===== src/io_cmd_pkg.sv =====
package io_cmd_pkg;

   // Microcode command field
   typedef enum logic [2:0] {
      CMD_NOP      = 3'd0,
      CMD_IO_READ  = 3'd1,
      CMD_IO_WRITE = 3'd2,
      CMD_LOAD_PA  = 3'd3,
      CMD_CLR_RTC  = 3'd4
   } comm_op_e;

   // Register returned on the internal data bus
   typedef enum logic [2:0] {
      IDBS_NONE   = 3'd0,
      IDBS_IODATA = 3'd1,        // Last I/O read data
      IDBS_PA     = 3'd2,        // Page address register
      IDBS_RTC    = 3'd3,        // Real-time counter
      IDBS_STATUS = 3'd4         // Status byte
   } idbs_sel_e;

   typedef enum logic [1:0] {
      S_IDLE = 2'd0,
      S_BUS  = 2'd1,             // Wishbone cycle in progress
      S_DONE = 2'd2
   } cyc_state_e;

   // Decoded command with load_pa and clr_rtc already qualified by accept
   typedef struct packed {
      logic       is_bus;
      logic       we;
      logic       load_pa;
      logic       clr_rtc;
      logic [7:0] adr;
      logic [7:0] dat;
   } dec_cmd_t;

endpackage


===== src/io_bus_pkg.sv =====
package io_bus_pkg;

   // Divisors and timeout are powers of two
   localparam int UART_DIV   = 8;
   localparam int RT_DIV     = 256;
   localparam int IO_TIMEOUT = 16;

   localparam int UART_W  = $clog2(UART_DIV);
   localparam int PRESC_W = $clog2(RT_DIV);
   localparam int WDOG_W  = $clog2(IO_TIMEOUT);

   // One 22-bit microcode word
   typedef struct packed {
      io_cmd_pkg::comm_op_e  comm;
      io_cmd_pkg::idbs_sel_e idbs;
      logic [7:0]            addr;
      logic [7:0]            data;
   } cmd_word_t;

   typedef struct packed {
      logic       cyc;
      logic       stb;
      logic       we;
      logic [7:0] adr;
      logic [7:0] dat_w;
   } wb_m_t;

   typedef struct packed {
      logic       ack;
      logic [7:0] dat_r;
   } wb_s_t;

   typedef struct packed {
      logic [5:0] rsvd;          // Reads as zero
      logic       rt_pend;       // Real-time interrupt pending
      logic       tout;          // I/O bus timeout seen
   } io_status_t;

endpackage


===== src/cmd_decode.sv =====
`timescale 1ns/1ps

module cmd_decode (
   input  logic                  clk,
   input  logic                  rst_n,
   input  io_bus_pkg::cmd_word_t cmd,
   input  logic                  accept,
   output io_cmd_pkg::dec_cmd_t  dec,
   output logic [7:0]            page_addr
);

   always_comb begin
      dec     = '0;
      dec.adr = {page_addr[7:4], cmd.addr[3:0]};   // Page nibble plus offset nibble
      dec.dat = cmd.data;
      case (cmd.comm)
         io_cmd_pkg::CMD_IO_READ: begin
            dec.is_bus = 1'b1;
         end
         io_cmd_pkg::CMD_IO_WRITE: begin
            dec.is_bus = 1'b1;
            dec.we     = 1'b1;
         end
         io_cmd_pkg::CMD_LOAD_PA: begin
            dec.load_pa = accept;
         end
         io_cmd_pkg::CMD_CLR_RTC: begin
            dec.clr_rtc = accept;
         end
         default: begin
            dec.is_bus = 1'b0;   // NOP and unused codes
         end
      endcase
   end

   // Page address register
   always_ff @(posedge clk or negedge rst_n) begin
      if (!rst_n) begin
         page_addr <= '0;
      end else if (dec.load_pa) begin
         page_addr <= cmd.addr;
      end
   end

endmodule


===== src/idb_readback.sv =====
`timescale 1ns/1ps

module idb_readback (
   input  logic                  clk,
   input  logic                  rst_n,
   input  logic                  accept,
   input  io_cmd_pkg::idbs_sel_e idbs,
   input  logic                  rd_done,
   input  logic [7:0]            rd_data,
   input  logic                  timeout,
   input  logic [7:0]            page_addr,
   input  logic [7:0]            rtc_value,
   input  logic                  rt_irq,
   output logic [7:0]            idb_out,
   output logic                  idb_valid
);

   logic [7:0]             rd_data_q;
   logic                   to_flag;
   logic                   sel_hit;
   logic [7:0]             sel_val;
   io_bus_pkg::io_status_t status;

   assign sel_hit = accept && (idbs != io_cmd_pkg::IDBS_NONE);

   always_ff @(posedge clk or negedge rst_n) begin
      if (!rst_n) begin
         rd_data_q <= '0;
         to_flag   <= 1'b0;
         idb_valid <= 1'b0;
      end else begin
         if (rd_done) begin
            rd_data_q <= rd_data;
            to_flag   <= 1'b0;   // Good read clears it
         end else if (timeout) begin
            to_flag <= 1'b1;
         end
         idb_valid <= sel_hit;
      end
   end

   always_comb begin
      status         = '0;
      status.tout    = to_flag;
      status.rt_pend = rt_irq;
      case (idbs)
         io_cmd_pkg::IDBS_IODATA: sel_val = rd_data_q;
         io_cmd_pkg::IDBS_PA:     sel_val = page_addr;
         io_cmd_pkg::IDBS_RTC:    sel_val = rtc_value;
         io_cmd_pkg::IDBS_STATUS: sel_val = status;
         default:                 sel_val = 8'h00;
      endcase
   end

   // Sampled before the same command's effects land
   always_ff @(posedge clk) begin
      if (sel_hit) begin
         idb_out <= sel_val;
      end
   end

endmodule


===== src/io_cycle_ctrl.sv =====
`timescale 1ns/1ps

module io_cycle_ctrl (
   input  logic                 clk,
   input  logic                 rst_n,
   input  logic                 cmd_valid,
   input  io_cmd_pkg::dec_cmd_t dec,
   output logic                 accept,
   output logic                 cmd_busy,
   output io_bus_pkg::wb_m_t    wb_m,
   input  io_bus_pkg::wb_s_t    wb_s,
   output logic                 rd_done,
   output logic [7:0]           rd_data,
   output logic                 timeout
);

   io_cmd_pkg::cyc_state_e          state;
   io_cmd_pkg::cyc_state_e          state_nxt;
   logic [io_bus_pkg::WDOG_W-1:0]   wdog;
   logic                            wd_expire;
   logic                            in_bus;
   logic                            we_q;
   logic [7:0]                      adr_q;
   logic [7:0]                      dat_q;

   assign accept    = cmd_valid && (state == io_cmd_pkg::S_IDLE);
   assign in_bus    = (state == io_cmd_pkg::S_BUS);
   assign wd_expire = &wdog;     // Last allowed cycle in S_BUS

   always_comb begin
      state_nxt = state;
      case (state)
         io_cmd_pkg::S_IDLE: begin
            if (accept) begin
               state_nxt = dec.is_bus ? io_cmd_pkg::S_BUS : io_cmd_pkg::S_DONE;
            end
         end
         io_cmd_pkg::S_BUS: begin
            if (wb_s.ack || wd_expire) begin
               state_nxt = io_cmd_pkg::S_DONE;
            end
         end
         default: state_nxt = io_cmd_pkg::S_IDLE;
      endcase
   end

   always_ff @(posedge clk or negedge rst_n) begin
      if (!rst_n) begin
         state    <= io_cmd_pkg::S_IDLE;
         cmd_busy <= 1'b0;
         wdog     <= '0;
         rd_done  <= 1'b0;
         timeout  <= 1'b0;
      end else begin
         state    <= state_nxt;
         cmd_busy <= (state_nxt != io_cmd_pkg::S_IDLE);
         wdog     <= in_bus ? wdog + 1'b1 : '0;
         rd_done  <= in_bus && wb_s.ack && !we_q;
         timeout  <= in_bus && !wb_s.ack && wd_expire;   // Cycle abandoned
      end
   end

   always_ff @(posedge clk) begin
      if (accept) begin
         adr_q <= dec.adr;
         dat_q <= dec.dat;
         we_q  <= dec.we;
      end
      if (in_bus && wb_s.ack) begin
         rd_data <= wb_s.dat_r;
      end
   end

   always_comb begin
      wb_m.cyc   = in_bus;
      wb_m.stb   = in_bus;
      wb_m.we    = we_q;
      wb_m.adr   = adr_q;
      wb_m.dat_w = dat_q;
   end

   a_stb_in_cyc: assert property (
      @(posedge clk) disable iff (!rst_n) wb_m.stb |-> wb_m.cyc
   ) else $error("stb asserted outside cyc");

   // Address held until the slave acks or the watchdog drops the cycle
   a_adr_stable: assert property (
      @(posedge clk) disable iff (!rst_n)
      wb_m.stb && !wb_s.ack |=> !wb_m.stb || $stable(wb_m.adr)
   ) else $error("adr changed while waiting for ack");

endmodule


===== src/io_dcd.sv =====
`timescale 1ns/1ps

module io_dcd (
   input  logic                  clk,
   input  logic                  rst_n,
   input  logic                  cmd_valid,
   input  io_bus_pkg::cmd_word_t cmd,
   output logic                  cmd_busy,
   output io_bus_pkg::wb_m_t     wb_m,
   input  io_bus_pkg::wb_s_t     wb_s,
   output logic [7:0]            idb_out,
   output logic                  idb_valid,
   output logic                  uart_tick,
   output logic                  rt_irq
);

   logic                 accept;
   io_cmd_pkg::dec_cmd_t dec;
   logic [7:0]           page_addr;
   logic                 rd_done;
   logic [7:0]           rd_data;
   logic                 timeout;
   logic [7:0]           rtc_value;

   osc_prescaler i_osc_prescaler (
      .clk       (clk),
      .rst_n     (rst_n),
      .clr_rtc   (dec.clr_rtc),
      .uart_tick (uart_tick),
      .rtc_value (rtc_value),
      .rt_irq    (rt_irq)
   );

   cmd_decode i_cmd_decode (
      .clk       (clk),
      .rst_n     (rst_n),
      .cmd       (cmd),
      .accept    (accept),
      .dec       (dec),
      .page_addr (page_addr)
   );

   io_cycle_ctrl i_io_cycle_ctrl (
      .clk       (clk),
      .rst_n     (rst_n),
      .cmd_valid (cmd_valid),
      .dec       (dec),
      .accept    (accept),
      .cmd_busy  (cmd_busy),
      .wb_m      (wb_m),
      .wb_s      (wb_s),
      .rd_done   (rd_done),
      .rd_data   (rd_data),
      .timeout   (timeout)
   );

   idb_readback i_idb_readback (
      .clk       (clk),
      .rst_n     (rst_n),
      .accept    (accept),
      .idbs      (cmd.idbs),
      .rd_done   (rd_done),
      .rd_data   (rd_data),
      .timeout   (timeout),
      .page_addr (page_addr),
      .rtc_value (rtc_value),
      .rt_irq    (rt_irq),
      .idb_out   (idb_out),
      .idb_valid (idb_valid)
   );

endmodule


===== src/osc_prescaler.sv =====
`timescale 1ns/1ps

module osc_prescaler (
   input  logic       clk,
   input  logic       rst_n,
   input  logic       clr_rtc,
   output logic       uart_tick,
   output logic [7:0] rtc_value,
   output logic       rt_irq
);

   logic [io_bus_pkg::PRESC_W-1:0] presc;
   logic                           rt_tick;

   assign rt_tick = &presc;      // Full prescaler wrap

   always_ff @(posedge clk or negedge rst_n) begin
      if (!rst_n) begin
         presc     <= '0;
         uart_tick <= 1'b0;
      end else begin
         presc     <= presc + 1'b1;
         uart_tick <= &presc[io_bus_pkg::UART_W-1:0];
      end
   end

   // Real-time counter with sticky wrap interrupt
   always_ff @(posedge clk or negedge rst_n) begin
      if (!rst_n) begin
         rtc_value <= '0;
         rt_irq    <= 1'b0;
      end else if (clr_rtc) begin
         rtc_value <= '0;
         rt_irq    <= 1'b0;
      end else if (rt_tick) begin
         rtc_value <= rtc_value + 1'b1;
         if (&rtc_value) begin
            rt_irq <= 1'b1;      // 255 -> 0
         end
      end
   end

   a_uart_tick_single: assert property (
      @(posedge clk) disable iff (!rst_n) uart_tick |=> !uart_tick
   ) else $error("uart_tick high in two consecutive cycles");

endmodule


===== config.mk =====
export PLATFORM = sky130hd
export DESIGN_NAME = io_dcd
export DESIGN_NICKNAME = d
export VERILOG_FILES = /design/src/io_cmd_pkg.sv /design/src/io_bus_pkg.sv /design/src/cmd_decode.sv /design/src/idb_readback.sv /design/src/io_cycle_ctrl.sv /design/src/io_dcd.sv /design/src/osc_prescaler.sv
export SDC_FILE = /design/constraint.sdc
export NUM_CORES = 1
export LEC_CHECK = 0
export BUFFER_PORTS_ARGS = -buffer_cell sky130_fd_sc_hd__buf_4
export CORE_MARGIN = 3
export CORE_UTILIZATION = 55
export CTS_CLUSTER_SIZE = 8
export DETAILED_ROUTE_END_ITERATION = 6
export GPL_TIMING_DRIVEN = 0
export PLACE_DENSITY = 0.82
export SLEW_MARGIN = 20
export SYNTH_ARGS = -nofsm -noshare
export SYNTH_HDL_FRONTEND = slang
export SYNTH_HIERARCHICAL = 1
export SYNTH_SLANG_ARGS = --single-unit

===== constraint.sdc =====
create_clock -name clk -period 2.3 [get_ports clk]
set_input_delay 0.23 -clock clk [delete_from_list [all_inputs] [get_ports clk]]
set_output_delay 0.23 -clock clk [all_outputs]
set_load 0.01 [all_outputs]

==> metrics.txt <==
CTS Sinks a little under 80; DRC viols 0; slowest stage delay, CP 0.44 ns; Worst Hold Depth 1; Post-layout nets 342; maximum root-to-sink buffer count 2; most frequent cells in the layout 74 x buf_4, 45 x dfrtp_1, 33 x edfxtp_1; H-tree depth 3; Vias/cell 5.404; first-pass GRT wire length 10.60 mm; Tot Pwr 3.717 mW; initial drt markers ~130; CP Data Required Time 2.52 ns; commonest non-fill, non-tap cell in the layout buf_4; internal power 2.835 mW; Setup Crit Path Kind reg2reg; I/O pin total between 60 and 70; number of detailed-route iterations in the first pass 4; Max-slew headroom 0.6083; post-route minimum period 2.117 ns; status finished, final reports clean; GRT Util Overall 0.1961; FILL cells ~390; Mapped Nets 276; Wirelength per Cell ~16 µm; Hold Path End i_io_cycle_ctrl/dat_q[2]; Worst-path clk slew 0.09 ns; std cell rows 27; Post-Layout Cell Count 381; Worst Setup End Kind flop; Mapped Cells 238; starting density of the core 0.5865; Die W between 80 and 90 µm; ant diodes 0; Ys Warns 6; placed insts 364; clock share of power 0.359; Sw Pwr 0.8822 mW; critical path arrival 2.34 ns; root buffer cell clkbuf_8; RSZ-0062 raised after global routing false; crit path buf inv count 2; Die ar. slightly above 7000 µm²; mean cell area of the mapped netlist 14.07 µm²; pin count of the biggest net entering global routing 46; worst vdd ir around 0.54 mV; endpoints failing setup 0; Synth-to-Final Area Change 23.39%; min-delay src cmd[2]; crit-path cells or3b_4, clkinv_4, nand2_1, nor3_2, clkbuf_2, nor2_1, mux2_1; vias in the first global route 2093; worst skew pair latency 0.35 ns; Mapped Area 3348 µm²; share of layout cells above drive strength 1 0.4078; WHS roughly 0.05 ns; Sw Ratio 0.2373; # Post-CTS Setup Buffers 0; Logic pwr share 0.149; Detail Route Antenna Nets 0; r2r startpoint i_io_cycle_ctrl/state[1]; PD cells around 900 nW/µm²; GP Congestion 0.9320; skew final between 0.01 and 0.015 ns; Reg2Reg Capture Point i_osc_prescaler/rtc_value[6]; fin. max-slew vios 0; MaxCap Viol Count 0; CTS tree built; worst r2r path cells 7; R2R setup slack 0.18 ns; initial antenna violation count 0; die height 84.03 µm; Worst Setup Start Kind flop; total gr overflow 0; Worst-Margin Slew 0.5853 ns; Post-Route WL between 6 and 7 mm; fin crit share 0.9203; Leakage 1.822 nW; Hold WC Path Type in2reg; FMAX between 400 and 500 MHz; Crit Path Max Fanout 21; Reg power frac 0.493; via count 2059; slowest cell on the critical path or3b_4; Detailed Place HPWL 4.414 mm; PortBufs 54; Core Area 5709 µm²; Final Hold Viols 0; Worst path top cell family by delay simple AND/OR/NAND/NOR gates; Num CTS Buffers 9
-- per-stage QoR --
stage | setup slack (ns) | util | area (µm²) | TNS (ns)
4_1_cts | 0.05990 | 0.7228 | 4126 | 0
2_1_floorplan | 0.2344 | - | 3348 | 0
5_1_grt | 0.04742 | 0.7236 | 4131 | 0
3_3_place_gp | -0.1054 | 0.6732 | 3844 | -0.2836
3_5_place_dp | -0.1636 | 0.6732 | 3844 | -0.4344
6_report | 0.1832 | 0.7236 | 4131 | 0
-- power groups by stage --
stage	registers [mW]	clock network [mW]	logic, mW
detailed placement	1.86	0	0.550
global placement	1.85	0	0.527
floorplan	1.84	0	0.320
CTS	1.83	1.36	0.557
finish	1.83	1.33	0.552
global route	1.86	1.43	0.605
-- timing repair --
item                                    in CTS  in global routing
endpoints found under the setup margin       3                  3
gates cloned                                 0                  0
resized for setup                            2                  1
endpoints found under the hold margin       45                  0
hold buffers                                 1                  0
-- worst max-delay path by stage --
stage | slack (ns) | startpoint | endpoint | cells after the start
6_report | 0.18 | i_io_cycle_ctrl/state[1] | i_osc_prescaler/rtc_value[6] | 7
2_1_floorplan | 0.23 | i_io_cycle_ctrl/state[1] | i_osc_prescaler/rtc_value[5] | 7
3_3_place_gp | -0.11 | i_io_cycle_ctrl/state[1] | i_osc_prescaler/rtc_value[6] | 7
5_1_grt | 0.05 | i_io_cycle_ctrl/state[1] | i_osc_prescaler/rtc_value[6] | 7
4_1_cts | 0.06 | i_io_cycle_ctrl/state[1] | i_osc_prescaler/rtc_value[6] | 7
3_5_place_dp | -0.16 | i_io_cycle_ctrl/state[1] | i_osc_prescaler/rtc_value[6] | 7
-- cell type report --
cell class	count	area (µm²)	share of cell area
sequential	78	2117	0.5124
multi-input combinational	123	977.2	0.2365
timing repair buffer	55	415.4	0.1005
buffer	29	229.0	0.05542
clock inverter	7	143.9	0.03483
clock buffer	9	123.9	0.02998
tap	72	90.09	0.02180
inverter	8	35.03	0.008480
-- state kept, by name, indices dropped and copies added, names as in the netlist --
signal / flops
i_io_cycle_ctrl/timeout: 1
i_io_cycle_ctrl/rd_done: 1
i_idb_readback/rd_data_q: 8
i_io_cycle_ctrl/dat_q: 8
i_idb_readback/to_flag: 1
i_io_cycle_ctrl/adr_q: 8
i_io_cycle_ctrl/rd_data: 8
i_idb_readback/idb_out: 8
i_idb_readback/idb_valid: 1
i_osc_prescaler/uart_tick: 1
i_osc_prescaler/rtc_value: 8
i_osc_prescaler/rt_irq: 1
i_osc_prescaler/presc: 8
i_io_cycle_ctrl/wdog: 4
i_cmd_decode/page_addr: 8
i_io_cycle_ctrl/we_q: 1
i_io_cycle_ctrl/state: 2
i_io_cycle_ctrl/cmd_busy: 1
-- layer usage --
layer / up-vias / GRT usage / routed length [µm]
li1: 983 / - / -
met5: - / 0 / 0
met3: 8 / 0.04146 / 302
met2: 60 / 0.3128 / 3130
met4: 0 / 0.1009 / 95
met1: 1008 / 0.2523 / 2607
Power figures use the tool's default switching activity.
